[config.mk]
export PLATFORM = sky130hd
export DESIGN_NAME = q_proj
export DESIGN_NICKNAME = d
export VERILOG_FILES = /design/src/logic/sad_pkg.sv /design/src/logic/q_proj.sv
export SDC_FILE = /design/constraint.sdc
export NUM_CORES = 2
export LEC_CHECK = 0
export BUFFER_PORTS_ARGS = -buffer_cell sky130_fd_sc_hd__buf_2
export CAP_MARGIN = 10
export CORE_AREA = 2 2 550 552
export DETAILED_ROUTE_END_ITERATION = 10
export DIE_AREA = 0 0 552 554
export GPL_TIMING_DRIVEN = 0
export SYNTH_ARGS = -nofsm -noshare
export SYNTH_HDL_FRONTEND = slang
export SYNTH_SLANG_ARGS = --single-unit
[constraint.sdc]
create_clock -name clk -period 4.8 [get_ports clk]
set_input_delay 0.72 -clock clk [delete_from_list [all_inputs] [get_ports clk]]
set_output_delay 0.72 -clock clk [all_outputs]
set_load 0.03 [all_outputs]
[src/logic/sad_pkg.sv]
// widths, states and owner tags shared by the accelerator units
// lane operand and product vectors, multiplier request and response buses
`default_nettype none

package sad_pkg;

    // ##################################################
    // sizes
    localparam int D_MODEL     = 8;
    localparam int MAT_N       = 4;
    localparam int MAT_W       = 6;
    localparam int DATA_W      = 8;
    localparam int PROD_W      = 16;
    localparam int Q_W         = 19;
    localparam int DET_W       = 25;
    localparam int OUT_W       = 25;
    localparam int LOAD_CYCLES = 64;
    localparam int LANES       = 8;

    // ##################################################
    // element and vector types
    typedef logic signed [MAT_W-1:0]  mat_entry_t;
    typedef logic signed [DATA_W-1:0] opnd_t;
    typedef logic signed [PROD_W-1:0] prod_t;

    typedef opnd_t [LANES-1:0] lane_vec_t;
    typedef prod_t [LANES-1:0] prod_vec_t;

    // requester that owns a multiplier slot
    typedef enum logic {
        OWN_DET   = 1'b0,
        OWN_QPROJ = 1'b1
    } owner_t;

    typedef struct packed {
        logic      valid;
        lane_vec_t a;
        lane_vec_t b;
    } mult_req_t;

    typedef struct packed {
        logic      valid;
        owner_t    owner;
        prod_vec_t prod;
    } mult_rsp_t;

    typedef enum logic [1:0] {
        DET_IDLE,
        DET_MINOR,
        DET_COMBINE,
        DET_DONE
    } det_state_t;

    typedef enum logic [1:0] {
        OUT_IDLE,
        OUT_DET,
        OUT_Q
    } out_state_t;

    // everything captured during one input burst
    typedef struct packed {
        logic [3:0]                            t_eff;
        mat_entry_t [MAT_N*MAT_N-1:0]          mat;
        opnd_t      [D_MODEL*D_MODEL-1:0]      act;
        opnd_t      [D_MODEL*D_MODEL-1:0]      wq;
    } load_bus_t;

endpackage

`default_nettype wire
[src/logic/q_proj.sv]
// Q projection sequencer, one activation row against one weight column per grant
// and the 64-entry Q result buffer
`timescale 1ns/1ps
`default_nettype none

module q_proj (
    input  logic                            clk,
    input  logic                            rst_n,
    input  logic                            load_done,
    input  logic                            run_clear,
    input  sad_pkg::load_bus_t              load,
    input  sad_pkg::mult_rsp_t              rsp,
    input  logic [5:0]                      rd_index,
    output sad_pkg::mult_req_t              req,
    output logic                            q_done,
    output logic signed [sad_pkg::Q_W-1:0]  rd_data
);

    logic                           busy;
    logic                           own;
    logic [6:0]                     prev_idx;
    logic [6:0]                     req_idx;
    logic [6:0]                     n_ent;
    logic signed [sad_pkg::Q_W-1:0] sum;
    logic signed [sad_pkg::Q_W-1:0] q_buf [64];

    // an own response means last cycle's entry was granted, so move on at once
    always_comb begin
        own       = rsp.valid && (rsp.owner == sad_pkg::OWN_QPROJ);
        n_ent     = {load.t_eff, 3'b000};
        req_idx   = prev_idx + {6'd0, own};
        req.valid = busy && (req_idx < n_ent);
        for (int l = 0; l < sad_pkg::LANES; l++) begin
            req.a[l] = load.act[req_idx[5:3] * sad_pkg::D_MODEL + l];
            req.b[l] = load.wq[l * sad_pkg::D_MODEL + req_idx[2:0]];
        end
    end

    // dot product of the returning entry
    always_comb begin
        sad_pkg::prod_t p;
        sum = '0;
        for (int l = 0; l < sad_pkg::LANES; l++) begin
            p   = rsp.prod[l];
            sum = sum + sad_pkg::Q_W'(p);
        end
    end

    always_ff @(posedge clk or negedge rst_n) begin
        if (!rst_n) begin
            busy     <= 1'b0;
            prev_idx <= '0;
            q_done   <= 1'b0;
        end else begin
            if (load_done) begin
                busy     <= 1'b1;
                prev_idx <= '0;
            end else if (busy) begin
                prev_idx <= req_idx;
                if (own && prev_idx == n_ent - 7'd1) begin
                    busy   <= 1'b0;
                    q_done <= 1'b1;
                end
            end
            if (run_clear) begin
                q_done <= 1'b0;
            end
        end
    end

    // response belongs to the entry presented one cycle earlier
    always_ff @(posedge clk) begin
        if (own) begin
            q_buf[prev_idx[5:0]] <= sum;
        end
    end

    assign rd_data = q_buf[rd_index];

endmodule

`default_nettype wire

# --- Word level (Yosys, flattened, before mapping) ---
# Memories as Yosys holds them, arrays and structs flattened.
# Cells that the tools add are included.
classes:
  n_addsub: 23
  magnitude_cmp: 17
  n_eq_ne: 2
  mux: 43
  reduce_logical: 7
ops:
  columns: ["op", "count"]
  rows:
  - ["$bmux 8 s6", 14]
  - ["$mux 8", 16]
  - ["$lt 7x7->1 const B", 11]
  - ["$add 19x16->19", 4]
  - ["$bmux 8 s3", 2]
  - ["$add 6x3->7 const A", 4]
  - ["$add 6x3->7 const B", 4]
  - ["$lt 6x7->1 const B", 3]
  - ["$add 18x16->19", 1]
  - ["$add 17x16->18", 1]
  - ["$add 16x16->17", 1]
  - ["$add 6x2->7 const B", 2]
  - ["$mux 7", 2]
  - ["$add 5x3->6 const A", 2]
  - ["$mux 1", 9]
  - ["$add 6x1->7 const B", 1]
  - ["$add 7x1->7", 1]
  - ["$eq 7x7->1", 1]
  - ["$lt 3x7->1 const B", 1]
  - ["$lt 5x7->1 const B", 1]
  - ["$lt 7x7->1", 1]
  - ["$sub 7x1->7 const B", 1]
  - ["$reduce_bool 2->1", 3]
  - ["$add 4x3->5 const A", 1]
  - ["other kinds (3)", 5]
word_totals:
  register_bits: 9
  mem_bits_rw: 1216
  in_bits: 1264
  out_inout_bits: 149
  n_memories: 1
memory_table:
  columns: ["memory", "words", "word_bits", "rd", "rd_ports_with_merged_regs", "write_ports", "line_no", "rtl"]
  rows:
  - ["q_buf", 64, 19, 1, 0, 1, "q_proj.sv:25", "logic signed [sad_pkg::Q_W-1:0] q_buf [64];"]

# --- Depth between registers and ports, before layout ---
depth:
  depth_word: 7
  depth_mapped: 15

# --- Least setup slack after synthesis ---
# OpenSTA, ideal clock, no wires.
synth_timing:
  kind: "input to register"
  startpoint: "input port rsp[50] in the netlist's numbering"
  endpoint: "memory q_buf[0][18] in the netlist's numbering, data pin"
  setup_ns: 0.721
  t_arrival_ns: 6.777
  required_ns: 4.079
  slack_ns: -2.699
  cell_stages: 15
  path_cell_list: "inv_1 > fa_1 > inv_1 > fa_1 > fa_1 > inv_1 > fa_1 > inv_1 > ha_1 > fa_1 > a211oi_1 > o21ai_0 > nand4_1 > nand2_1 > a211oi_1"
synth_via:
  elab_chain_len: 5
synth_rtl:
  columns: ["element", "line_no", "rtl"]
  rows:
  - ["start, declared", "q_proj.sv:12", "input sad_pkg::mult_rsp_t rsp,"]
  - ["$add 18x16->19", "q_proj.sv:45", "sum = sum + sad_pkg::Q_W'(p);"]
  - ["$add 19x16->19 (4 in a row)", "q_proj.sv:45", null]
  - ["via sum (one bit)", "q_proj.sv:24", "logic signed [sad_pkg::Q_W-1:0] sum;"]
  - ["end, declared", "q_proj.sv:25", null]
# The timed path passes the listed nets, and every way through them passes these cells.

# --- Worst setup path in the final report ---
layout_timing:
  startpoint: "input port rd_index[1]"
  endpoint: "output port rd_data[12] in the netlist's numbering"
layout_via:
  elab_chain_len: 1
layout_rtl:
  columns: ["element", "line_no", "rtl"]
  rows:
  - ["start, declared", "q_proj.sv:13", "input logic [5:0] rd_index,"]
  - ["$mem_v2 64x19", null, null]
  - ["end, declared", "q_proj.sv:16", "output logic signed [sad_pkg::Q_W-1:0] rd_data"]
# No other way between the ends.

==> impl_metrics.ini <==
[run_status]
status = finished, violations left
violations = setup timing

[synth]
synth_cell_type_count = 46
synth.largest_area_cell = edfxtp_1
avgSynthCellArea_sq_um = 19.7
synth-xor-area-share_pct = 0.452
yosysSeqAreaShare_pct = 63.2
synth.cell_area_sq_mm = 0.0581
synth_simple_gate_area_share_pct = 1.52
ys_warn_count = 0
ys.flop_type = edfxtp_1
synth-adder-area-share_pct = 3.95
synth_top_family_by_area = multiplexers
ys_ff_latch = 1225
async_flop_share_pct = 0.735
synth_compound_area_share_pct = 2.40
synth_cells = 2943
synthMuxAreaShare_pct = 25.5
synth_top_area_share_pct = 62.9
synth_area_leaders = edfxtp_1 63%, mux4_2 22%, fa_1 3.4%
mappedNetlistNets = 4331
synth_edf_count = 1216

[critical_path]
crit_arrival_ps = 4110
r2r_slack_ps = 1570
start_kind = primary input
reg2reg_to = q_buf[7][6]$_DFFE_PP_
rr_worst_depth = 4
crit_fanout = 10
critPathRequiredTime_ps = 4080
criticalPathCategory = primary input to primary output
r2r-start = prev_idx[2]$_DFFE_PN0P_
crit_path_end_kind = primary output

[finish]
layout_commonest_cell = buf_2
layout_common_cells = 1360 x buf_2, 1216 x edfxtp_1, 566 x mux4_2, 204 x inv_1, 123 x clkbuf_16
final_nets = 5878
n_fill_cell = 30711
post-route-util_pct = 25.9
multi_input_area_sq_mm = 0.0207
regArea_sq_mm = 0.0367
area_growth_pct = 33.5
drive_gt1_share_pct = 55.3

[global_routing]
grt.total_usage_pct = 23.0
overflow = 0
grt_pass1_vias = 39061
grt_pass1_wl_um = 446000
antenna_found_initial = 260
grt_max_degree = 65

[worst_hold_path]
hold_depth = 2
hp-class = primary input to register
whs_endpoint = prev_idx[1]$_DFFE_PN0P_
hp-start = load_done

[sta]
max_freq_ghz = 0.207
final.setup.worst_slack_ps = -32.8
fin_skew_ps = 23.3
worstMarginPinSlew_ps = 1200
slew_headroom_pct = 20.2
report.final.hold_viol_count = 0
holdWs_ps = 409
fin_crit_sh_pct = 101
setup-tns-final_ps = -34.7
setup_viol = 2
maxSlewViolCount = 0
rsz0062_at_grt = yes
fin_crit_ps = 4830

[clock_network]
cts_buffers = 120
cts_root_buf = clkbuf_16
clk_pin_slew_worst_paths_ps = 60
tritoncts = done
clk_latency_ps = 720
cts_max_path_buffers = 3
htreeDepth = 3
clock_sinks = 1225

[route]
dr.max_layer_used = met5
avgRoutedWirePerCell_um = 41.2
ant_nets = 0
drt_wl_total_um = 364000
drt_iter0_drc = 4909
dr_wl_met2_um = 174000
m1WireLength_um = 137000
drt-pass1-iter-count = 5
num_vias = 40312
dr_wl_met3_um = 31400
drc = 0
avgViaCountPerCell = 4.57

[placement]
hpwl_um = 313000
place_congestion = 1.05
io_buffer_count = 1311

[floorplan]
die_w_um = 552
initial_core_util_pct = 19.4
core_area_sq_mm = 0.299
dieArea_sq_mm = 0.306
num_rows = 201
io_pins = 1413
die_y_um = 554

[power]
peakVddDrop_mv = 1.40
p_per_area_mw_per_mm2 = 776
p_total_w = 0.0602
power_leakage_nw = 27.3

[run]
drv_cap = 0
## cells by family after synthesis
logic type	count (synthesis)
flip-flops	1225
adder cells (fa/ha/maj)	124
buffers and inverters	399
XOR/XNOR	30
multiplexers	757
AO/OA/AOI/OAI	216
AND/OR/NAND/NOR	192
## Yosys cell counts, drive strengths merged, types with 5 or more instances
| library cell | n |
|---|---|
| edfxtp | 1216 |
| mux4 | 566 |
| inv | 211 |
| mux2 | 128 |
| buf | 107 |
| fa | 99 |
| nor2 | 87 |
| clkbuf | 81 |
| mux2i | 63 |
| a22oi | 55 |
| o21ai | 46 |
| a21oi | 43 |
| nand2 | 39 |
| ha | 25 |
| o22ai | 25 |
| a221oi | 21 |
| xnor2 | 17 |
| nor3 | 13 |
| xor2 | 13 |
| nand3 | 10 |
| dfrtp | 9 |
| nor2b | 9 |
| and4 | 7 |
| a211oi | 5 |
| a21o | 5 |
| nand2b | 5 |
| o21a | 5 |
## through the flow
stage	area, sq um	std cells	setup slack, ps
3_5_place_dp	72100	8297	-1410
4_1_cts	76600	8536	-44.2
3_3_place_gp	70000	8212	-2350
6_report	77500	8829	-32.8
2_1_floorplan	58500	2943	-578
5_1_grt	77400	8778	-60.9
## sequential cells by signal, indices dropped and copies added (netlist names)
name      cells
busy          1
q_done        1
prev_idx      7
q_buf      1216
## timing repair
item                                    in CTS  in global routing
resized for setup                          111                 20
endpoints found under the setup margin     522                429
hold buffers                                 1                  0
cloned                                       7                  2
setup buffers                               16                 10
hold endpoints to repair                     9                  0
pin swaps                                   15                 10
## power breakdown
part           leakage [nW]  total (W)  internal, W  switching [W]
Sequential             11.0     0.0232       0.0232      0.0000281
Clock                  1.91    0.00939      0.00541        0.00398
Combinational          14.3     0.0275      0.00831         0.0192
## layout make-up
type	instances	area share [%]
buffer	183	1.35
clock buffer	147	4.09
antenna	283	0.913
clock inverter	73	0.912
inverter	211	1.03
sequential	1225	47.4
multi-input combinational	1328	26.6
timing repair buffer	1421	11.3
tap	3958	6.39
## routing by layer
| layer | vias to the layer above | track usage [%] |
|---|---|---|
| li1 | 15611 | - |
| met1 | 21303 | 28.2 |
| met2 | 2743 | 37.3 |
| met3 | 573 | 5.54 |
| met4 | 82 | 12.1 |
| met5 | - | 0 |
## worst max-delay path, cell delays in order
cell and delay (ps):
buf_2 190, buf_2 290, buf_2 310, nor2_1 930, buf_2 500, a22oi_1 120
a21oi_1 310, a21oi_1 220, nand2_1 250, buf_2 240
## worst max path at each step
| stage | startpoint | endpoint |
|---|---|---|
| global route | rsp[128] | req[72] |
| global placement | rsp[82] | q_buf[60][18]$_DFFE_PP_ |
| CTS | rsp[2] | q_buf[12][16]$_DFFE_PP_ |
| finish | rd_index[1] | rd_data[12] |
| floorplan | rsp[82] | q_buf[0][18]$_DFFE_PP_ |
| detailed placement | rsp[82] | q_buf[8][12]$_DFFE_PP_ |
No activity file was read; power rests on OpenSTA's default activity.
