`config.mk`:
```
export PLATFORM = sky130hd
export DESIGN_NAME = mult_share
export DESIGN_NICKNAME = d
export VERILOG_FILES = /design/src/logic/sad_pkg.sv /design/src/logic/mult_share.sv
export SDC_FILE = /design/constraint.sdc
export NUM_CORES = 1
export LEC_CHECK = 0
export BUFFER_PORTS_ARGS = -buffer_cell sky130_fd_sc_hd__buf_2
export CAP_MARGIN = 15
export CORE_UTILIZATION = 45
export CTS_BUF_LIST = sky130_fd_sc_hd__clkbuf_2 sky130_fd_sc_hd__clkbuf_4 sky130_fd_sc_hd__clkbuf_8
export DETAILED_ROUTE_END_ITERATION = 12
export GPL_TIMING_DRIVEN = 0
export PLACE_DENSITY = 0.66
export SYNTH_ARGS = -nofsm -noshare
export SYNTH_HDL_FRONTEND = slang
export SYNTH_SLANG_ARGS = --single-unit
```
`constraint.sdc`:
```
create_clock -name clk -period 13.1 [get_ports clk]
set_input_delay 1.965 -clock clk [delete_from_list [all_inputs] [get_ports clk]]
set_output_delay 1.965 -clock clk [all_outputs]
set_load 0.02 [all_outputs]
```
`src/logic/sad_pkg.sv`:
```
// widths, states and owner tags shared by the accelerator units
// lane operand and product vectors, multiplier request and response buses
`default_nettype none

package sad_pkg;

    // ##################################################
    // sizes
    localparam int D_MODEL     = 8;
    localparam int MAT_N       = 4;
    localparam int MAT_W       = 6;
    localparam int DATA_W      = 8;
    localparam int PROD_W      = 16;
    localparam int Q_W         = 19;
    localparam int DET_W       = 25;
    localparam int OUT_W       = 25;
    localparam int LOAD_CYCLES = 64;
    localparam int LANES       = 8;

    // ##################################################
    // element and vector types
    typedef logic signed [MAT_W-1:0]  mat_entry_t;
    typedef logic signed [DATA_W-1:0] opnd_t;
    typedef logic signed [PROD_W-1:0] prod_t;

    typedef opnd_t [LANES-1:0] lane_vec_t;
    typedef prod_t [LANES-1:0] prod_vec_t;

    // requester that owns a multiplier slot
    typedef enum logic {
        OWN_DET   = 1'b0,
        OWN_QPROJ = 1'b1
    } owner_t;

    typedef struct packed {
        logic      valid;
        lane_vec_t a;
        lane_vec_t b;
    } mult_req_t;

    typedef struct packed {
        logic      valid;
        owner_t    owner;
        prod_vec_t prod;
    } mult_rsp_t;

    typedef enum logic [1:0] {
        DET_IDLE,
        DET_MINOR,
        DET_COMBINE,
        DET_DONE
    } det_state_t;

    typedef enum logic [1:0] {
        OUT_IDLE,
        OUT_DET,
        OUT_Q
    } out_state_t;

    // everything captured during one input burst
    typedef struct packed {
        logic [3:0]                            t_eff;
        mat_entry_t [MAT_N*MAT_N-1:0]          mat;
        opnd_t      [D_MODEL*D_MODEL-1:0]      act;
        opnd_t      [D_MODEL*D_MODEL-1:0]      wq;
    } load_bus_t;

endpackage

`default_nettype wire
```
`src/logic/mult_share.sv`:
```
// fixed-priority arbiter and the shared eight-lane signed multiplier array
`timescale 1ns/1ps
`default_nettype none

module mult_share (
    input  logic               clk,
    input  logic               rst_n,
    input  sad_pkg::mult_req_t det_req,
    input  sad_pkg::mult_req_t q_req,
    output sad_pkg::mult_rsp_t rsp
);

    logic              grant_det;
    logic              any_req;
    logic              rsp_valid;
    sad_pkg::owner_t   rsp_owner;
    sad_pkg::lane_vec_t op_a;
    sad_pkg::lane_vec_t op_b;

    // determinant wins a tie
    always_comb begin
        grant_det = det_req.valid;
        any_req   = det_req.valid || q_req.valid;
    end

    always_ff @(posedge clk or negedge rst_n) begin
        if (!rst_n) begin
            rsp_valid <= 1'b0;
            rsp_owner <= sad_pkg::OWN_DET;
        end else begin
            rsp_valid <= any_req;
            rsp_owner <= grant_det ? sad_pkg::OWN_DET : sad_pkg::OWN_QPROJ;
        end
    end

    // granted operands, held for the response cycle
    always_ff @(posedge clk) begin
        if (any_req) begin
            op_a <= grant_det ? det_req.a : q_req.a;
            op_b <= grant_det ? det_req.b : q_req.b;
        end
    end

    always_comb begin
        rsp.valid = rsp_valid;
        rsp.owner = rsp_owner;
        for (int l = 0; l < sad_pkg::LANES; l++) begin
            rsp.prod[l] = $signed(op_a[l]) * $signed(op_b[l]);
        end
    end

endmodule

`default_nettype wire

```
== Word level (Yosys, flattened, before mapping) ==
Index checks and enable logic that the tools add are counted.

* Multiplexer cells: 3
* Multiply operators: 8
* Reductions and logical operators: 1

{| class="wikitable"
|+ Operators with widths
! operator !! number
|-
| multiplier 8 x 8 -> 16 bit || 8
|-
| 2-to-1 mux 64 bit || 2
|-
| logical OR 1 bit || 1
|-
| 2-to-1 mux 1 bit || 1
|}

* Output and inout bits: 130
* Register bits: 130

== Longest topological paths before layout ==
Gate-level depths: netlist (run 1).

* Word-level depth: 1
* Depth in mapped cells: 18
* Gate-level depth less buffers: 18

== Worst setup path after synthesis (run 1) ==
No wires, ideal clock.

* Path kind: register to output
* Start: register op_a[45] in the netlist's numbering
* End: output port rsp[93] in the netlist's numbering
* Data arrival time: 4.174 ns
* Path slack: 6.961 ns
* Cell stages (with the launch flop): 17
* Required time: 11.135 ns
* Path through: edfxtp_1 > and2_1 > fa_1 > inv_1 > fa_1 > inv_1 > fa_1 > inv_1 > fa_1 > inv_1 > ha_1 > o21ai_0 > nor2_1 > nor4b_1 > or3_1 > nand2_1 > xor2_1

{| class="wikitable"
|+ RTL lines
! element !! RTL line !! text
|-
| start: declaration || mult_share.sv:17 || <nowiki>sad_pkg::lane_vec_t op_a;</nowiki>
|-
| start signal: assignment || mult_share.sv:39 || <nowiki>op_a <= grant_det ? det_req.a : q_req.a;</nowiki>
|-
| end: declaration || mult_share.sv:10 || <nowiki>output sad_pkg::mult_rsp_t rsp</nowiki>
|}

==> results of run 1 <==
## cells in the final DEF, fill, tap and decap left out, drive strengths merged, types with 4 or more instances in the layout
master / instances
and2: 339
o21ai: 39
xor2: 16
o21bai: 4
a21o: 14
or3: 5
edfxtp: 128
a31oi: 8
or2: 9
clkinvlp: 6
o211ai: 4
xnor2: 111
nor2: 57
clkinv: 4
inv: 652
a21oi: 53
buf: 403
nor3: 9
o21a: 9
nor2b: 65
mux2: 135
ha: 232
nand2b: 18
nand2: 131
clkbuf: 22
fa: 440
a211oi: 15
o2111ai: 4
## worst max-delay path: stages, from the launching register on
cell	delay, ps
edfxtp_1	540
and2_1	220
fa_1	540
inv_1	60
fa_1	540
inv_1	60
fa_1	470
inv_1	50
fa_1	480
inv_1	40
ha_1	320
o21ai_0	90
nor2_1	260
nor4b_1	100
or3_1	420
nand2_1	90
xor2_1	260
buf_2	220
## cells by family (layout without fill, tap and decap cells)
kind of cell             count (synthesis)  count (layout)
other                                    0               2
adder cells (fa/ha/maj)                672             672
AND/OR/NAND/NOR                        640             640
flip-flops                             130             130
buffers and inverters                  664            1087
multiplexers                           135             135
XOR/XNOR                               127             127
AO/OA/AOI/OAI                          155             155
## layout make-up
class | instances | area [sq um]
Clock buffer | 18 | 241
Buffer | 16 | 76.3
Inverter | 648 | 2430
Fill cell | 5080 | 26700
Sequential cell | 130 | 3890
Tap cell | 748 | 936
Timing Repair Buffer | 391 | 2010
Antenna cell | 2 | 5.00
Clock inverter | 14 | 106
Multi-Input combinational cell | 1729 | 18800
## worst paths after layout
path                              to  depth (start not counted)
max                          rsp[93]                         17
min in group clk            op_a[49]                          2
max in group asynchronous  rsp_owner                          1
min                        rsp_valid                          1
## per-stage QoR
step / instances / hold slack (ps)
after floorplan: 2523 / 1670
after global placement: 3659 / 1760
after detailed placement: 3662 / 1760
after CTS: 3694 / 1110
after global routing: 3695 / 1130
final: 3696 / 1180
## state kept, by name, indices dropped and copies added, names as in the netlist
signal     count
rsp_valid      1
op_a          64
op_b          64
rsp_owner      1
## per-layer routing
| layer | track usage, % | up-vias | share of wire (%) |
|---|---|---|---|
| li1 | - | 8496 | - |
| met1 | 28.1 | 9088 | 44 |
| met2 | 36.9 | 439 | 49 |
| met3 | 3.59 | 74 | 4.4 |
| met4 | 7.73 | 2 | 2.4 |
| met5 | 0 | - | 0.020 |
==> run summary, run 1 <==
count leader, synth: inv_1
hold-fix buffer count after cts: 0
fin crit share: 55.6%
initial core utilization: 45.7%
root buffer cell: clkbuf_8
top_reg_cell synth: edfxtp_1
highest clock rate: 137 MHz
CP required: 11140 ps
All-Layer GR Usage: 21.8%
Seq/Total Area, Yosys: 15.4%
CTS tree: yes
nets@finish: 3865
Final Core Density: 51.7%
postcts setup bufs: 0
ys async rst share: 1.54%
largest net degree at the start of global routing: 58
Worst EP arrival: 5310 ps
Ports: 390
WL final: 58.8 mm
htree depth: 4
DRC: 0
post-cts gate resize count: 0
HPWL Detailed: 49.9 mm
Final Max Slew Viols: 0
number of flops mapped to enable cells by yosys: 128
DRT Pass-1 Iters: 5
syn nets: 3455
Slew headroom: 35.8%
Die Wd: 239 um
Area after DPL: 28200 sq um
Worst-path clk slew: 90 ps
die height: 239 um
Synth Area in Simple Gates: 14.0%
first-pass GRT wire length: 96.9 mm
initial antenna violation count: 2
Hold Violations, Final: 0
RSZ-0062 raised after global routing: no
slack of the critical path: 5820 ps
crit end category: output port
# clock sinks: 130
Post-synth top cells: 648 x inv_1, 440 x fa_1, 339 x and2_1, 232 x ha_1, 135 x mux2_2
post-route cell area: 28500 sq um
grt ovf: 0
largest family of logic cells by synthesized area: adder cells
top cell type's share of synthesized area: 34.9%
P&R area growth vs syn: 13.1%
worst setup path start: op_b[42]
Setup Crit Path Kind: register to output port
Ys Warns: 0
DIE AREA: 57000 sq um
post-synthesis adder-cell area fraction: 46.4%
routed via count: 18.1k
vias in the first global route: 19.6k
ranking of synthesized cells by area: fa_1 35%, edfxtp_1 15%, ha_1 12%
xor and xnor area share after synthesis: 4.41%
layout cells sized above 1: 19.6%
post-synthesis compound-gate area fraction: 3.76%
HP Class: input pin to async pin
final setup violation count: 0
Final Critical Period: 7280 ps
setup TNS: 0 ps
Clock Path Buffers: 2
total core area: 55200 sq um
antenna-violating nets left: 0
fraction of synthesized area in multiplexers: 6.03%
Num CTS Buffers: 17
status: finished, final reports clean
syn_area_per_cell: 10.0 sq um
Slew @ Worst Pin: 963 ps
mapped cell area: 25200 sq um
Netlist cell types: 42
flops & latches, synth: 130
Wirelength per Cell: 15.9 um
Critical Path Fanout Max: 8
GP Congestion: 0.864
Port-buffer cells: 388
FP Rows: 86
startpoint class of the critical path: register
dominant cell type by area after synthesis: fa_1
Vias/cell: 4.90
drt first-iter violations: 695
Setup WS pre-CTS: 6380 ps
Max-cap violations: 0
Cells after Synth: 2523
Power of run 1 is not shown: default switching activity piles up to over one toggle a cycle in this logic, so the estimate is an artifact.
==> inputs of run 2 (changes only) <==
--- a/config.mk
+++ b/config.mk
@@ -11,7 +11,7 @@
 export CTS_BUF_LIST = sky130_fd_sc_hd__clkbuf_2 sky130_fd_sc_hd__clkbuf_4 sky130_fd_sc_hd__clkbuf_8
 export DETAILED_ROUTE_END_ITERATION = 12
 export GPL_TIMING_DRIVEN = 0
-export PLACE_DENSITY = 0.66
+export PLACE_DENSITY = 0.68
 export SYNTH_ARGS = -nofsm -noshare
 export SYNTH_HDL_FRONTEND = slang
 export SYNTH_SLANG_ARGS = --single-unit
==> constraint.sdc (replaced) <==
create_clock -name clk -period 6.36 [get_ports clk]
set_input_delay 0.954 -clock clk [delete_from_list [all_inputs] [get_ports clk]]
set_output_delay 0.954 -clock clk [all_outputs]
set_load 0.02 [all_outputs]
==> run 2 against run 1 <==
Hold slack got worse by 1000 ps. Final area up 0.39%. Count of clock-buffer cells in the layout grew 1. Critical path type unchanged. Critical path depth unchanged. Sequential cell count is the same. Critical endpoint is now rsp[95]. Final cell count increased by 0.16%.
==> run summary, run 2 (synthesized netlist as in run 1, its figures left out) <==
Worst EP arrival: 5210 ps (was 5310 ps)
DRT Pass-1 Iters: 5 (unchanged)
placed insts: 3661 (was 3662)
Final Critical Period: 6170 ps
# diodes: 0 (was 2)
routed via count: 18.0k (was 18.1k)
largest net degree at the start of global routing: 48 (was 58)
Wirelength per Cell: 15.6 um (was 15.9 um)
grt ovf: 0 (unchanged)
final setup violation count: 0 (unchanged)
most common cell after layout, fill and taps aside: inv_1 (unchanged)
Critical Path Fanout Max: 8 (unchanged)
WL final: 57.8 mm (was 58.8 mm)
initial core utilization: 45.7% (unchanged)
startpoint class of the critical path: register (unchanged)
Multi-input gate area: 18800 sq um (about the same)
Final Max Slew Viols: 0 (unchanged)
Clock Path Buffers: 2 (unchanged)
Port-buffer cells: 388 (unchanged)
HP Class: input pin to async pin (unchanged)
HPWL Detailed: 48.9 mm (was 49.9 mm)
highest clock rate: 162 MHz
Num CTS Buffers: 17 (unchanged)
status: finished, final reports clean (unchanged)
delay-heaviest family, CP: adder cells (unchanged)
DIE AREA: 57000 sq um (unchanged)
root buffer cell: clkbuf_8 (unchanged)
Slew @ Worst Pin: 896 ps (was 963 ps)
Final Non-Filler Cells: 3702 (was 3696)
htree depth: 4 (unchanged)
CP required: 5410 ps (was 11140 ps)
Hold Violations, Final: 0 (unchanged)
slowest library cell on the worst path: fa_1 (was edfxtp_1)
antenna-violating nets left: 0 (unchanged)
nets@finish: 3873 (was 3865)
layout cells sized above 1: 20.0% (was 19.6%)
Max-cap violations: 0 (unchanged)
Worst-path clk slew: 100 ps (was 90 ps)
CTS tree: yes (unchanged)
# fillers: 4982 (was 5080)
die height: 239 um (unchanged)
Vias/cell: 4.87 (was 4.90)
P&R area growth vs syn: 13.5% (was 13.1%)
worst path bufs/invs: 5 (unchanged)
fin crit share: 97.0%
slowest stage delay, CP: 550 ps (was 540 ps)
Die Wd: 239 um (unchanged)
All-Layer GR Usage: 21.4% (was 21.8%)
crit end category: output port (unchanged)
DRC: 0 (unchanged)
FP Rows: 86 (unchanged)
drt first-iter violations: 732 (was 695)
Hold WS: 154 ps (was 1180 ps)
vias in the first global route: 19.4k (was 19.6k)
# clock sinks: 130 (unchanged)
Setup Crit Path Kind: register to output port (unchanged)
most frequent cells in the layout: 648 x inv_1, 440 x fa_1, 394 x buf_2, 338 x and2_1, 232 x ha_1 (was 648 x inv_1, 440 x fa_1, 395 x buf_2, 339 x and2_1, 232 x ha_1)
initial antenna violation count: 1 (was 2)
register area: 3890 sq um (unchanged)
Ports: 390 (unchanged)
CP Cell Sequence: and2_1, fa_1, inv_1, fa_1, inv_1, fa_1, inv_1, fa_1, inv_1, ha_1, o21ai_0, nor2_2, nor4b_1, or3_1, a31oi_2, xnor2_1, buf_4 (was and2_1, fa_1, inv_1, fa_1, inv_1, fa_1, inv_1, fa_1, inv_1, ha_1, o21ai_0, nor2_1, nor4b_1, or3_1, nand2_1, xor2_1, buf_2)
GP Congestion: 0.876 (was 0.864)
Slew headroom: 40.3% (was 35.8%)
total core area: 55200 sq um (unchanged)
first-pass GRT wire length: 95.1 mm (was 96.9 mm)
top flop regs: op_a (64), op_b (64) (unchanged)
## run 2: cell types whose count changed in the layout (fill, tap and decap cells not counted), moves of 2 or more
cell and change:
buf_4 +9, clkinv_2 -2, clkinvlp_4 -2, diode_2 -2, nor2_1 -3, nor2_2 +3, o21ai_0 -2, o21ai_1 +2
## run 2: through the flow
| step | setup TNS [ps] | cell area [sq um] | utilization (%) | setup slack, ps |
|---|---|---|---|---|
| 4_1_cts | 0 | 28500 | 51.7 | 17.5 |
| 5_1_grt | -23.2 | 28600 | 51.9 | -23.2 |
| 3_5_place_dp | 0 | 28200 | 51.0 | 703 |
| 2_1_floorplan | 0 | 25200 | - | 1230 |
| 3_3_place_gp | 0 | 28100 | 50.9 | 751 |
| 6_report | 0 | 28600 | 51.9 | 194 |
## run 2: final cells by class
cell class | instances | share of cell area, %
Clock buffer | 19 | 0.869
Buffer | 16 | 0.267
Clock inverter | 13 | 0.450
Tap cell | 748 | 3.27
Sequential cell | 130 | 13.6
Inverter | 648 | 8.49
Timing Repair Buffer | 399 | 7.24
Multi-Input combinational cell | 1729 | 65.8
## run 2: worst max-delay path by stage
| stage | startpoint | to | slack (ps) | cells past startpoint |
|---|---|---|---|---|
| detailed placement | op_a[45] | rsp[95] | 700 | 17 |
| global placement | op_a[45] | rsp[95] | 750 | 17 |
| global route | op_a[46] | rsp[95] | -20 | 17 |
| floorplan | op_a[45] | rsp[93] | 1230 | 16 |
| finish | op_b[42] | rsp[95] | 190 | 17 |
| CTS | op_a[45] | rsp[95] | 20 | 17 |
## run 2: layer usage
metal  vias up  part of all wire, %  global-route usage (%)
li1       8503                    -                       -
met1      9048                   44                    27.4
met2       422                   50                    37.1
met3        64                  4.5                    3.74
met4         2                  1.9                    6.14
met5         -                0.019                       0
## run 2: what timing repair did
item,in CTS,in global routing
hold buffers,0,0
buffers inserted,0,8
setup endpoints to repair,0,6
gates resized for setup,0,9
Power of run 2 is left out for the same reason.
==> inputs of run 3 (changes only) <==
--- a/config.mk
+++ b/config.mk
@@ -7,11 +7,9 @@
 export LEC_CHECK = 0
 export BUFFER_PORTS_ARGS = -buffer_cell sky130_fd_sc_hd__buf_2
 export CAP_MARGIN = 15
-export CORE_UTILIZATION = 45
-export CTS_BUF_LIST = sky130_fd_sc_hd__clkbuf_2 sky130_fd_sc_hd__clkbuf_4 sky130_fd_sc_hd__clkbuf_8
+export CORE_UTILIZATION = 40
 export DETAILED_ROUTE_END_ITERATION = 12
 export GPL_TIMING_DRIVEN = 0
-export PLACE_DENSITY = 0.68
 export SYNTH_ARGS = -nofsm -noshare
 export SYNTH_HDL_FRONTEND = slang
 export SYNTH_SLANG_ARGS = --single-unit
==> run 3 against run 2 <==
Final area up 0.91%. Sequential cell count unchanged. Final cell count up 2.2%. Utilization fell by 5.3 points. Maximum frequency rose by 0.96%. Hold slack improved by 86 ps. Highest routed layer is now met4.
==> run summary, run 3 (synthesized netlist as in run 1, its figures left out) <==
RSZ-0062 raised after global routing: no
Port-buffer cells: 388 (unchanged)
Worst EP arrival: 5150 ps (was 5210 ps)
initial core utilization: 40.7% (was 45.7%)
total core area: 62100 sq um (was 55200 sq um)
hold-fix buffer count after cts: 0 (unchanged)
setup TNS: 0 ps (unchanged)
grt met3 use: 3.44% (was 3.74%)
routed via count: 18.0k (about the same)
root buffer cell: clkbuf_16 (was clkbuf_8)
Num CTS Buffers: 17 (unchanged)
Clock Path Buffers: 2 (unchanged)
antenna-violating nets left: 0 (unchanged)
Vias/cell: 4.74 (was 4.87)
Wirelength per Cell: 15.5 um (was 15.6 um)
startpoint class of the critical path: register (unchanged)
Ports: 390 (unchanged)
Slew headroom: 38.6% (was 40.3%)
P&R area growth vs syn: 14.6% (was 13.5%)
Critical Path Fanout Max: 8 (unchanged)
slack of the critical path: 252 ps (was 194 ps)
Final Max Slew Viols: 0 (unchanged)
All-Layer GR Usage: 19.5% (was 21.4%)
worst path bufs/invs: 5 (unchanged)
DRT Pass-1 Iters: 5 (unchanged)
HP Class: input pin to async pin (unchanged)
Final Critical Period: 6110 ps (was 6170 ps)
highest clock rate: 164 MHz (was 162 MHz)
delay-heaviest family, CP: adder cells (unchanged)
Max-cap violations: 0 (unchanged)
Hold WS: 241 ps (was 154 ps)
most common cell after layout, fill and taps aside: inv_1 (unchanged)
nets@finish: 3866 (was 3873)
htree depth: 4 (unchanged)
Slew @ Worst Pin: 921 ps (was 896 ps)
# clock sinks: 130 (unchanged)
largest net degree at the start of global routing: 62 (was 48)
most used routing layer: met2 (unchanged)
Setup Crit Path Kind: register to output port (unchanged)
FP Rows: 91 (was 86)
GP Congestion: 0.846 (was 0.876)
first-pass GRT wire length: 97.3 mm (was 95.1 mm)
drt first-iter violations: 688 (was 732)
initial antenna violation count: 1 (unchanged)
status: finished, final reports clean (unchanged)
DIE AREA: 64100 sq um (was 57000 sq um)
layout cells sized above 1: 19.7% (was 20.0%)
Worst-path clk slew: 70 ps (was 100 ps)
slowest stage delay, CP: 550 ps (about the same)
CP Cell Sequence: and2_1, fa_1, inv_1, fa_1, inv_1, fa_1, inv_1, fa_1, inv_1, ha_1, o21ai_0, nor2_1, o221ai_1, o21ai_0, a21oi_1, xnor2_1, buf_2 (was and2_1, fa_1, inv_1, fa_1, inv_1, fa_1, inv_1, fa_1, inv_1, ha_1, o21ai_0, nor2_2, nor4b_1, or3_1, a31oi_2, xnor2_1, buf_4)
crit end category: output port (unchanged)
top flop regs: op_a (64), op_b (64) (unchanged)
vias in the first global route: 19.7k (was 19.4k)
fin crit share: 96.0% (was 97.0%)
slowest library cell on the worst path: edfxtp_1 (was fa_1)
WL final: 58.7 mm (was 57.8 mm)
most frequent cells in the layout: 648 x inv_1, 440 x fa_1, 395 x buf_2, 339 x and2_1, 232 x ha_1 (was 648 x inv_1, 440 x fa_1, 394 x buf_2, 338 x and2_1, 232 x ha_1)
CTS tree: yes (unchanged)
met1 Use GR: 24.7% (was 27.4%)
final setup violation count: 0 (unchanged)
Die Wd: 253 um (was 239 um)
grt ovf: 0 (unchanged)
die height: 253 um (was 239 um)
met2 Track Usage GR: 34.3% (was 37.1%)
HPWL Detailed: 50.1 mm (was 48.9 mm)
Setup WS pre-CTS: 701 ps (was 703 ps)
Hold Violations, Final: 0 (unchanged)
CP required: 5410 ps (about the same)
DRC: 0 (unchanged)
run 3: worst max-delay path by stage:
stage             start        to  slack (ps)  depth (start not counted)
4_1_cts        op_b[42]   rsp[95]         120                         17
5_1_grt        op_a[53]  rsp[111]           5                         17
3_5_place_dp   op_a[45]   rsp[95]         700                         17
2_1_floorplan  op_a[45]   rsp[93]        1230                         16
6_report       op_a[53]  rsp[111]         250                         17
3_3_place_gp   op_a[45]   rsp[95]         730                         17
run 3: what timing repair did:
action,4_1_cts,5_1_grt
gates resized for setup,0,4
setup endpoints to repair,0,3
buffers inserted,0,1
run 3: layout make-up:
class | count | area [sq um]
buffer | 16 | 76.3
timing repair buffer | 392 | 2010
inverter | 648 | 2430
clock buffer | 17 | 425
clock inverter | 15 | 173
antenna | 1 | 2.50
fill | 5946 | 33200
multi-input combinational | 1729 | 18800
sequential | 130 | 3890
tap | 837 | 1050
run 3: per-stage QoR:
stage                     utilization (%)  instances  area [sq um]
after floorplan                         -       2523         25200
after global placement               45.5       3748         28200
after detailed placement             45.6       3751         28300
after CTS                            46.5       3783         28900
after global routing                 46.6       3784         28900
final                                46.6       3785         28900
run 3: metal layers:
layer	wire length, um	share of wire (%)
met1	25800	44
met2	29600	51
met3	2470	4.2
met4	724	1.2
met5	0	0
Power of run 3 is left out for the same reason.
