`config.mk`:
```
export PLATFORM = sky130hd
export DESIGN_NAME = out_serializer
export DESIGN_NICKNAME = d
export VERILOG_FILES = /design/src/logic/sad_pkg.sv /design/src/logic/out_serializer.sv
export SDC_FILE = /design/constraint.sdc
export NUM_CORES = 1
export LEC_CHECK = 0
export BUFFER_PORTS_ARGS = -buffer_cell sky130_fd_sc_hd__buf_2
export CORE_AREA = 5 5 464 466
export CTS_CLUSTER_SIZE = 30
export DETAILED_ROUTE_END_ITERATION = 12
export DIE_AREA = 0 0 469 471
export PLACE_DENSITY = 0.3
export RECOVER_POWER = 50
export SLEW_MARGIN = 20
export SYNTH_ARGS = -nofsm -noshare
export SYNTH_HDL_FRONTEND = slang
export SYNTH_SLANG_ARGS = --single-unit
export TNS_END_PERCENT = 50
```
`constraint.sdc`:
```
create_clock -name clk -period 1.8 [get_ports clk]
set_input_delay 0.18 -clock clk [delete_from_list [all_inputs] [get_ports clk]]
set_output_delay 0.18 -clock clk [all_outputs]
set_load 0.02 [all_outputs]
```
`src/logic/sad_pkg.sv`:
```
// widths, states and owner tags shared by the accelerator units
// lane operand and product vectors, multiplier request and response buses
`default_nettype none

package sad_pkg;

    // ##################################################
    // sizes
    localparam int D_MODEL     = 8;
    localparam int MAT_N       = 4;
    localparam int MAT_W       = 6;
    localparam int DATA_W      = 8;
    localparam int PROD_W      = 16;
    localparam int Q_W         = 19;
    localparam int DET_W       = 25;
    localparam int OUT_W       = 25;
    localparam int LOAD_CYCLES = 64;
    localparam int LANES       = 8;

    // ##################################################
    // element and vector types
    typedef logic signed [MAT_W-1:0]  mat_entry_t;
    typedef logic signed [DATA_W-1:0] opnd_t;
    typedef logic signed [PROD_W-1:0] prod_t;

    typedef opnd_t [LANES-1:0] lane_vec_t;
    typedef prod_t [LANES-1:0] prod_vec_t;

    // requester that owns a multiplier slot
    typedef enum logic {
        OWN_DET   = 1'b0,
        OWN_QPROJ = 1'b1
    } owner_t;

    typedef struct packed {
        logic      valid;
        lane_vec_t a;
        lane_vec_t b;
    } mult_req_t;

    typedef struct packed {
        logic      valid;
        owner_t    owner;
        prod_vec_t prod;
    } mult_rsp_t;

    typedef enum logic [1:0] {
        DET_IDLE,
        DET_MINOR,
        DET_COMBINE,
        DET_DONE
    } det_state_t;

    typedef enum logic [1:0] {
        OUT_IDLE,
        OUT_DET,
        OUT_Q
    } out_state_t;

    // everything captured during one input burst
    typedef struct packed {
        logic [3:0]                            t_eff;
        mat_entry_t [MAT_N*MAT_N-1:0]          mat;
        opnd_t      [D_MODEL*D_MODEL-1:0]      act;
        opnd_t      [D_MODEL*D_MODEL-1:0]      wq;
    } load_bus_t;

endpackage

`default_nettype wire
```
`src/logic/out_serializer.sv`:
```
// result stream: determinant word, then the Q entries in row-major order
`timescale 1ns/1ps
`default_nettype none

module out_serializer (
    input  logic                              clk,
    input  logic                              rst_n,
    input  logic                              det_done,
    input  logic                              q_done,
    input  logic signed [sad_pkg::DET_W-1:0]  det_value,
    input  logic signed [sad_pkg::Q_W-1:0]    q_rd_data,
    input  sad_pkg::load_bus_t                load,
    output logic [5:0]                        rd_index,
    output logic                              run_clear,
    output logic                              out_valid,
    output logic signed [sad_pkg::OUT_W-1:0]  out_data
);

    sad_pkg::out_state_t state;
    logic [5:0]          idx;
    logic [6:0]          n_ent;
    logic                last;

    always_comb begin
        n_ent     = {load.t_eff, 3'b000};
        last      = (state == sad_pkg::OUT_Q) && ({1'b0, idx} == n_ent - 7'd1);
        rd_index  = idx;
        out_valid = (state != sad_pkg::OUT_IDLE);
        case (state)
            sad_pkg::OUT_DET: out_data = sad_pkg::OUT_W'(det_value);
            sad_pkg::OUT_Q:   out_data = sad_pkg::OUT_W'(q_rd_data);
            default:          out_data = '0;
        endcase
    end

    always_ff @(posedge clk or negedge rst_n) begin
        if (!rst_n) begin
            state     <= sad_pkg::OUT_IDLE;
            idx       <= '0;
            run_clear <= 1'b0;
        end else begin
            run_clear <= last;
            case (state)
                sad_pkg::OUT_IDLE: begin
                    // done levels are still high during the run_clear cycle
                    if (det_done && q_done && !run_clear) begin
                        state <= sad_pkg::OUT_DET;
                    end
                end
                sad_pkg::OUT_DET: begin
                    state <= sad_pkg::OUT_Q;
                    idx   <= '0;
                end
                default: begin
                    idx <= idx + 6'd1;
                    if (last) begin
                        state <= sad_pkg::OUT_IDLE;
                    end
                end
            endcase
        end
    end

endmodule

`default_nettype wire

```
; ---- Yosys cells after proc, flatten, opt, wreduce, memory -nomap -nowiden
; Index checks and enable logic that the tools add are counted.
[totals]
register_bits = 9
input_bits = 1172
output_inout_bits = 33
wordCells = 22
[op_classes]
n_addsub = 2
eq_ne = 4
muxes = 5
n_reduce_logical = 8
[ops]
columns = op, count
row1 = $pmux 25 s2, 1
row2 = $pmux 6 s2, 1
row3 = $eq 6x7->1, 1
row4 = $sub 7x1->7 const B, 1
row5 = $add 6x1->6 const B, 1
row6 = $mux 2, 2
row7 = $pmux 2 s2, 1
row8 = $logic_and 1x1->1, 3
row9 = $reduce_bool 3->1, 1
row10 = $eq 2x1->1 const B, 1
row11 = $eq 2x2->1 const B, 1
row12 = $logic_not 2->1, 1
row13 = $ne 2x2->1 const B, 1
row14 = $reduce_and 2->1, 1
row15 = $reduce_bool 2->1, 1
row16 = $logic_not 1->1, 1

; ---- Longest topological paths before layout
; Gate-level depths: netlist of run 1.
[logic_depth]
ltp_word = 5
depth_mapped = 6
depth_no_buf = 6

; ---- Least setup slack after synthesis of run 1
; No wires, ideal clock.
[synth_timing]
path_kind = register to output
from = reg state[0]
to = out out_data[18] (netlist name)
t_arrival_ps = 1643
t_required_ps = 1620
path_slack_ps = -23
stages_incl_launch_ff = 7
n_path_buf = 2
cell_sequence = dfrtp_1 > inv_1 > ha_1 > buf_2 > buf_2 > nand2_1 > a21boi_0
[synth_via]
elab_chain_cells = 2
word_cells_on_any_way = 3
classes_between = eq/ne (2) / mux (1)
[synth_lines]
columns = element, line_no
row1 = "start, declared", out_serializer.sv:19  ; sad_pkg::out_state_t state;
row2 = "start signal, assigned", out_serializer.sv:38  ; state <= sad_pkg::OUT_IDLE;
row3 = "start signal, assigned", out_serializer.sv:47  ; state <= sad_pkg::OUT_DET;
row4 = "start signal, assigned", out_serializer.sv:51  ; state <= sad_pkg::OUT_Q;
row5 = $eq 2x2->1 or $eq 2x1->1 (tied branches), out_serializer.sv:29  ; case (state)
row6 = $pmux 25 s2 (*), out_serializer.sv:29
row7 = "end, declared", out_serializer.sv:16  ; output logic signed [sad_pkg::OUT_W-1:0] out_data
; Mark *: on every way between the ends. The rest lies on a longest branch, timed or not.

; ---- Worst setup path in the final report of run 1
[layout_timing]
from = reg state[0]
to = out out_data[20] (netlist name)
; The elaborated chain is that of the path after synthesis.

==> flow_summary.ini, run 1 <==
[route]
dr_wl_met2_um = 7234
antenna_left = 0
maxUsedRoutingLayer = met4
routed_wl_um = 9351
drc = 0
drt-initial-drc-count = 17
vias = 1247
via_per_inst = 0.4113
dr.pass1.iters = 3
wire_per_inst_um = 3.084
met3_length_um = 42
drt-met1-wl_um = 1507

[synth]
yosysWarningCount = 0
synth_seq_cells = 9
synth_area_leader_cell = dfrtp_1
synth_cell_type_count = 29
ys.flop_type = dfrtp_1
synth_area_leaders = dfrtp_1 23%, a22oi_1 14%, nor2b_1 12%
synth_edf_count = 0
netlist_area_sq_um = 965.9
syn_nets = 1298
synthArstFlopShare = 1.000
syn_avg_cell_area_sq_um = 8.049
synth.most_common_cell = nor2b_1
yosys.area.top_type_share = 0.2332
yosysSeqAreaShare = 0.2332
netlist_top_cells_count = 19 x nor2b_1, 18 x a22oi_1, 14 x nand2_1
syn-instance-count = 120

[power_and_ir_drop]
switching_share = 0.4859
p_total_mw = 3.330
p_leak_nw = 0.8196
clockPowerShare = 0.119
p_sw_mw = 1.618
pwr-share-comb = 0.753
peakVddDrop_mv = 0.3376
p_per_area_mw_per_mm2 = 649.5
p_int_mw = 1.712
power_frac_seq = 0.129

[clocking]
insertion_delay_ns = 0.24
clockBufferDepth = 2
cts.sinks = 9
cts_root_buffer = clkbuf_16
cts_tree = done
numCtsBuffers = 3
h-tree-depth = 1
clkTransAtPathRegs_ns = 0.04

[sta]
whs_ns = 0.4577
worst_pin_slew_ns = 0.5713
rsz0062_at_grt = no
final.setup.tns_ns = 0
hold_violations = 0
final_max_slew_viol_count = 0
relSlewSlack = 0.6192
fin_crit_sh = 0.9623
fin_ws_ns = 0.06780
fmax_ghz = 0.5773
min_period_ns = 1.732
fin_worst_skew_ns = 0.002579
finalSetupViolCount = 0

[critical_path]
reg2reg_depth = 7
worstPathCellList = inv_2 > ha_1 > buf_12 > nand2_4 > a21boi_1 > buf_4
end_kind = output pin
worstSetupPathType = reg -> out
worst_ep_arrival_time_ns = 1.55
critPathRequiredTime_ns = 1.62
crit_path_max_incr_delay_ns = 0.41
path_max_fanout = 20
crit_path_top_delay_cell = dfrtp_1
cp-start-kind = flip-flop

[floorplan]
io-pin-count = 1205
die_w_um = 469
initial_core_util = 0.004582
row_count = 169
die_h_um = 471
dieArea_sq_mm = 0.2209
core_sq_mm = 0.2108

[place]
placed_cell_area_sq_mm = 0.004974
dp_hpwl_um = 8428
pre_cts_slack_ns = 0.1150
dp.cells = 3024
gp_congestion = 0.5930
portBuffers = 84

[global_route]
grt_start_max_net_pins = 26
grt_pass1_vias = 1223
antenna_found_initial = 12
grt_pass1_wl_um = 11230
track_usage = 0.008523
gr-total-overflow = 0

[run_status]
outcome = complete, no violations

[cells_and_area]
finalInstanceArea_sq_mm = 0.005127
fillCellCount = 25230
nNetsFinal = 1389
instances_no_fill = 3032
final_layout_size_suffix_gt1_frac = 0.4571
area_delta_synth_final_pct = 430.8
fin_util = 0.02432

[hold_path]
worstHoldPathType = in -> async

[job]
drv_cap = 0
==> worst paths after layout <==
check | slack [ns] | start | to
hold / removal | 0.46 | rst_n | run_clear
max in group asynchronous | 0.97 | rst_n | rd_index[3]
setup reg to reg | 0.12 | state[0] | state[1]
setup / recovery | 0.07 | state[0] | out_data[20]
hold reg to reg | 0.53 | rd_index[1] | rd_index[1]
min in group clk | 0.48 | load[1122] | run_clear
==> critical path, delay by kind of cell (launching register included) <==
| kind | cells | cell delay, ns |
|---|---|---|
| buf+inv | 3 | 0.44 |
| flops | 1 | 0.41 |
| fa+ha+maj | 1 | 0.20 |
| compound gates | 1 | 0.16 |
| simple gates | 1 | 0.09 |
==> state kept, by name, summed over array words and instances (netlist names) <==
| signal | count |
|---|---|
| state | 2 |
| run_clear | 1 |
| rd_index | 6 |
==> cell type report <==
class | count | area (sq um) | share of cell area
tap | 2821 | 3530 | 0.6884
timing repair buffer | 94 | 549.3 | 0.1071
sequential | 9 | 225.2 | 0.04392
clock buffer | 4 | 78.83 | 0.01537
antenna | 1 | 2.502 | 0.0004880
inverter | 6 | 25.02 | 0.004880
multi-input combinational | 97 | 716.9 | 0.1398
==> cells in the final DEF, fill, tap and decap left out, types with 2 or more instances in the layout <==
cell	count
nor2_1	2
xnor2_1	2
nand2_1	13
nor3_1	3
nor2b_1	19
a22oi_1	18
o21ai_0	6
clkbuf_16	4
buf_12	3
ha_1	4
a21boi_1	6
buf_4	9
buf_2	69
dfrtp_1	9
clkbuf_1	12
nand3_1	3
or2_2	2
a21oi_1	3
ha_4	2
inv_1	4
==> power by group through the flow <==
| stage | Sequential, mW | Clock (mW) | Combinational [mW] |
|---|---|---|---|
| floorplan | 0.456 | 0 | 1.41 |
| global placement | 0.424 | 0 | 2.40 |
| detailed placement | 0.423 | 0 | 2.37 |
| CTS | 0.425 | 0.402 | 2.40 |
| global route | 0.449 | 0.413 | 2.72 |
| finish | 0.428 | 0.395 | 2.51 |
==> routing by layer <==
layer,global-route usage,up-vias
li1,-,605
met2,0.02193,26
met5,0,-
met3,0.0003815,24
met1,0.003187,592
met4,0.008835,0
==> logic make-up (layout without fill, tap and decap cells) <==
group | after synthesis | after routing | synth area share
AO/OA/AOI/OAI | 38 | 38 | 0.2953
XOR/XNOR | 4 | 4 | 0.05182
adder cells (fa/ha/maj) | 6 | 6 | 0.07772
buffers and inverters | 14 | 104 | 0.05699
flip-flops | 9 | 9 | 0.2332
multiplexers | 1 | 1 | 0.01036
other | 0 | 1 | 0
AND/OR/NAND/NOR | 48 | 48 | 0.2746
==> timing repair <==
item,in CTS,in global routing
gates resized for setup,5,17
endpoints found under the setup margin,25,16
hold buffers,1,0
pin swaps,0,0
cloned,0,1
setup buffers,0,1
hold endpoints to repair,9,0
Power figures use the tool's default switching activity.
==> run 2, diff against run 1 <==
--- a/config.mk
+++ b/config.mk
@@ -12,6 +12,7 @@
 export DIE_AREA = 0 0 469 471
 export PLACE_DENSITY = 0.3
 export RECOVER_POWER = 50
+export SETUP_SLACK_MARGIN = 0.4
 export SLEW_MARGIN = 20
 export SYNTH_ARGS = -nofsm -noshare
 export SYNTH_HDL_FRONTEND = slang
==> run 2 against run 1 <==
Effect of this change:
- clock power hardly changed
- critical path type unchanged
- first-iteration DRC count is 5.9% higher
- wire length is 13% lower
- global-route usage is 0.094 points lower
- sequential share of layout area is 0.48 points lower
- final cell count is 0.33% higher
- power is 50% higher
- cell area is 13% higher
==> flow_summary.ini, run 2 (synthesis gave the netlist of run 1 again) <==
[run_status]
outcome = complete, no violations

[cells_and_area]
fin_util = 0.02746
area_delta_synth_final_pct = 499.4
final_common_cell = buf_2
largest_reg_flops = 6
most-common-layout-cells = 50 x buf_2, 23 x buf_6, 18 x a22oi_2, 18 x nor2b_4, 11 x buf_4
multi_input_area_sq_mm = 0.001066
nNetsFinal = 1399
fillCellCount = 25170
seq_area_sq_um = 226.5
final_layout_size_suffix_gt1_frac = 0.7182

[sta]
worst_pin_slew_ns = 0.5529
final_max_slew_viol_count = 0
final.setup.tns_ns = 0
fin_worst_skew_ns = 0.0002927
rsz0062_at_grt = yes
fmax_ghz = 0.5851
relSlewSlack = 0.6314
fin_crit_sh = 0.9494
min_period_ns = 1.709
fin_ws_ns = 0.09103
hold_violations = 0
finalSetupViolCount = 0

[power_and_ir_drop]
pwr-share-comb = 0.838
peakVddDrop_mv = 0.4463
p_per_area_mw_per_mm2 = 860.7
p_leak_nw = 1.070
clockPowerShare = 0.079
p_int_mw = 2.885
p_sw_mw = 2.098
power_frac_seq = 0.083
p_total_mw = 4.983
switching_share = 0.4210

[floorplan]
dieArea_sq_mm = 0.2209
core_sq_mm = 0.2108
die_w_um = 469
initial_core_util = 0.004582
row_count = 169
io-pin-count = 1205
die_h_um = 471

[route]
routed_wl_um = 8152
antenna_left = 0
wire_per_inst_um = 2.680
dr.pass1.iters = 3
drt-initial-drc-count = 18
via_per_inst = 0.4329
drc = 0
vias = 1317

[place]
portBuffers = 84
pre_cts_slack_ns = 0.1065
gp_congestion = 0.6113
dp_hpwl_um = 6928

[global_route]
grt_pass1_vias = 1328
antenna_found_initial = 8
track_usage = 0.007587
grt_start_max_net_pins = 14
grt_pass1_wl_um = 10500
gr-total-overflow = 0

[clocking]
cts.sinks = 9
h-tree-depth = 1
cts_root_buffer = clkbuf_16
insertion_delay_ns = 0.23
numCtsBuffers = 3
cts_tree = done
clockBufferDepth = 2
clkTransAtPathRegs_ns = 0.04

[critical_path]
worst_ep_arrival_time_ns = 1.53
r2r_slack_ns = 0.20
cp-start-kind = flip-flop
rr_startpoint = state[0]
path_max_fanout = 12
worstSetupPathType = reg -> out
r2r-end = state[1]
reg2reg_depth = 7
end_kind = output pin
critPathRequiredTime_ns = 1.62

[job]
drv_cap = 0

[hold_path]
worstHoldPathType = in -> async
## run 2: changes by cell type in the layout (fill, tap and decap cells not counted), moves of 7 or more
cell      previous run  this run
a21boi_4             0         7
a22oi_1             18         0
a22oi_2              0        18
buf_2               69        50
buf_6                0        23
nor2b_1             19         1
nor2b_4              0        18
## run 2: per-stage QoR
stage | hold WS, ns | instances | cell area [sq um]
CTS | 0.3825 | 3041 | 5794
global route | 0.5258 | 3042 | 5789
finish | 0.4652 | 3042 | 5789
floorplan | -0.1156 | 120 | 1247
detailed placement | 0.06470 | 3020 | 5187
global placement | 0.06498 | 3020 | 5187
## run 2: worst max-delay path by stage
stage,start,end
floorplan,state[1],out_data[19]
global placement,state[1],state[0]
detailed placement,state[1],state[0]
CTS,state[1],out_data[21]
global route,state[1],out_data[21]
finish,state[1],out_data[1]
## run 2: timing repair
| action | CTS | global route |
|---|---|---|
| hold buffers | 1 | 0 |
| pin swaps | 23 | 0 |
| gates resized for setup | 81 | 1 |
| gates cloned | 4 | 0 |
| endpoints found under the setup margin | 31 | 33 |
| endpoints found under the hold margin | 9 | 0 |
| buffers inserted | 12 | 0 |
## run 2: final cells by class
| class | count | area share |
|---|---|---|
| Antenna cell | 1 | 0.0004322 |
| Inverter | 6 | 0.004322 |
| Tap cell | 2821 | 0.6097 |
| Multi-Input combinational cell | 97 | 0.1841 |
| Timing Repair Buffer | 104 | 0.1487 |
| Sequential cell | 9 | 0.03912 |
| Clock buffer | 4 | 0.01362 |
## run 2: power by group through the flow
| stage | logic [mW] | clock network (mW) | registers, mW |
|---|---|---|---|
| after detailed placement | 3.00 | 0 | 0.421 |
| after global routing | 4.40 | 0.413 | 0.435 |
| after global placement | 3.03 | 0 | 0.418 |
| after floorplan | 2.18 | 0 | 0.467 |
| final | 4.17 | 0.393 | 0.416 |
| after CTS | 4.23 | 0.408 | 0.419 |
## run 2: critical path, stage by stage, from the launching register on
cell and delay (ns):
dfrtp_1 0.37, inv_2 0.08, buf_12 0.13, ha_4 0.28
buf_8 0.15, nor2b_4 0.14, buf_4 0.14
## run 2: metal layers
layer,up-vias,track usage,part of all wire
met2,24,0.01780,0.72
met4,0,0.008559,0.068
li1,633,-,-
met1,640,0.003771,0.20
met5,-,0,0
met3,20,0.0006457,0.0081
==> run 3, diff against run 2 <==
==> constraint.sdc (replaced) <==
create_clock -name clk -period 1.9 [get_ports clk]
set_input_delay 0.19 -clock clk [delete_from_list [all_inputs] [get_ports clk]]
set_output_delay 0.19 -clock clk [all_outputs]
set_load 0.02 [all_outputs]
==> run 3 against run 2 <==
Effect of this change:
- non-clock buffer count fell by 5
- global-route usage barely moved
- core utilization fell by 0.13 points
- cell area fell by 4.7%
- count of clock-buffer cells in the layout did not move
- final cell count fell by 0.16%
- clock power fell by 4%
- first-iteration DRC count rose by 17%
- hold slack got worse by 0.0067 ns
- critical endpoint is now out_data[5]
==> flow_summary.ini, run 3 (synthesis gave the netlist of run 1 again) <==
[global_route]
antenna_found_initial = 8
grt_pass1_wl_um = 10120
grt_pass1_vias = 1254
gr-total-overflow = 0
grt_start_max_net_pins = 26
track_usage = 0.007377

[floorplan]
dieArea_sq_mm = 0.2209
die_w_um = 469
die_h_um = 471
row_count = 169
core_sq_mm = 0.2108
initial_core_util = 0.004582
io-pin-count = 1205

[critical_path]
path_max_fanout = 9
cp-start-kind = flip-flop
worstSetupPathType = reg -> out
critPathRequiredTime_ns = 1.71
worst_ep_arrival_time_ns = 1.54
worstPathCellList = buf_6 > ha_4 > buf_12 > a22oi_1 > nor2b_2 > buf_2
crit_path_top_delay_cell = dfrtp_1
end_kind = output pin
crit_path_max_incr_delay_ns = 0.40

[sta]
fin_crit_sh = 0.9095
hold_violations = 0
fmax_ghz = 0.5787
whs_ns = 0.4585
fin_worst_skew_ns = 0.003144
final_max_slew_viol_count = 0
final.setup.tns_ns = 0
min_period_ns = 1.728
worst_pin_slew_ns = 0.5534
relSlewSlack = 0.6310
fin_ws_ns = 0.1720
finalSetupViolCount = 0
rsz0062_at_grt = yes

[run_status]
outcome = complete, no violations

[route]
drc = 0
dr.pass1.iters = 4
vias = 1271
drt-initial-drc-count = 21
via_per_inst = 0.4185
met3_length_um = 31
antenna_left = 0
dr_wl_met2_um = 5879
routed_wl_um = 8012
wire_per_inst_um = 2.638
drt-met1-wl_um = 1592
maxUsedRoutingLayer = met4

[place]
dp_hpwl_um = 6785
pre_cts_slack_ns = 0.1258
gp_congestion = 0.5729
portBuffers = 84
dp.cells = 3023

[power_and_ir_drop]
p_total_mw = 3.952
p_leak_nw = 0.9302
p_per_area_mw_per_mm2 = 716.2
peakVddDrop_mv = 0.5343

[clocking]
cts_root_buffer = clkbuf_16
clockBufferDepth = 2
cts_tree = done
cts.sinks = 9
numCtsBuffers = 3
h-tree-depth = 1
insertion_delay_ns = 0.24
clkTransAtPathRegs_ns = 0.04

[cells_and_area]
nNetsFinal = 1394
largest_reg_flops = 6
instances_no_fill = 3037
area_delta_synth_final_pct = 471.2
final_common_cell = buf_2
final_layout_size_suffix_gt1_frac = 0.6977
most-common-layout-cells = 59 x buf_2, 18 x nor2b_2, 17 x a22oi_2

[job]
drv_cap = 0

[hold_path]
worstHoldPathType = in -> async
[run 3: cell types whose count changed in the layout (fill, tap and decap cells not counted), moves of 2 or more]
| cell | previous run | this run |
|---|---|---|
| buf_2 | 50 | 59 |
| nand2_2 | 3 | 6 |
| nand2_4 | 2 | 0 |
| buf_4 | 11 | 8 |
| buf_12 | 5 | 3 |
| buf_16 | 4 | 1 |
| clkbuf_16 | 3 | 5 |
| nor2b_4 | 18 | 0 |
| buf_6 | 23 | 15 |
| nor2b_2 | 0 | 18 |
[run 3: layer usage]
metal / GRT usage / vias to the layer above
li1: - / 619
met1: 0.003790 / 620
met2: 0.01706 / 16
met3: 0.0003522 / 16
met4: 0.008973 / 0
met5: 0 / -
[run 3: what timing repair did]
action | in CTS | in global routing
cloned | 1 | 3
hold endpoints to repair | 9 | 0
setup buffers | 3 | 1
endpoints found under the setup margin | 32 | 29
hold buffers | 1 | 0
pin swaps | 0 | 6
gates resized for setup | 21 | 46
[run 3: stage by stage]
step	area [sq um]	utilization
detailed placement	5094	0.02416
global placement	5094	0.02416
finish	5518	0.02617
CTS	5310	0.02519
floorplan	1114	-
global route	5518	0.02617
[run 3: worst paths after layout]
check,to,depth (start not counted),startpoint,slack [ns]
setup / recovery,out_data[5],6,state[1],0.17
hold / removal,state[1],2,rst_n,0.46
setup reg to reg,state[1],5,state[1],0.24
hold reg to reg,rd_index[1],2,rd_index[1],0.54
max in group asynchronous,state[0],2,rst_n,1.05
min in group clk,run_clear,4,load[1120],0.51
[run 3: area by class of cell]
| type | instances | area [sq um] |
|---|---|---|
| Clock buffer | 4 | 78.83 |
| Antenna cell | 1 | 2.502 |
| Multi-Input combinational cell | 97 | 945.9 |
| Fill cell | 25230 | 205300 |
| Inverter | 6 | 25.02 |
| Sequential cell | 9 | 226.5 |
| Tap cell | 2821 | 3530 |
| Timing Repair Buffer | 99 | 709.4 |
[run 3: worst max-delay path: cells and delay by family, from the launching register on]
kind / cells / cell delay [ns]
AOI/OAI and AO/OA: 1 / 0.20
adders and majority gates: 1 / 0.19
buffers and inverters: 3 / 0.45
DFF: 1 / 0.40
and+or+nand+nor: 1 / 0.06
[run 3: power breakdown]
part | switching, mW | internal (mW) | total [mW]
Clock | 0.0966 | 0.281 | 0.378
Combinational | 1.56 | 1.61 | 3.17
Sequential | 0.126 | 0.280 | 0.406
Total | 1.78 | 2.17 | 3.95
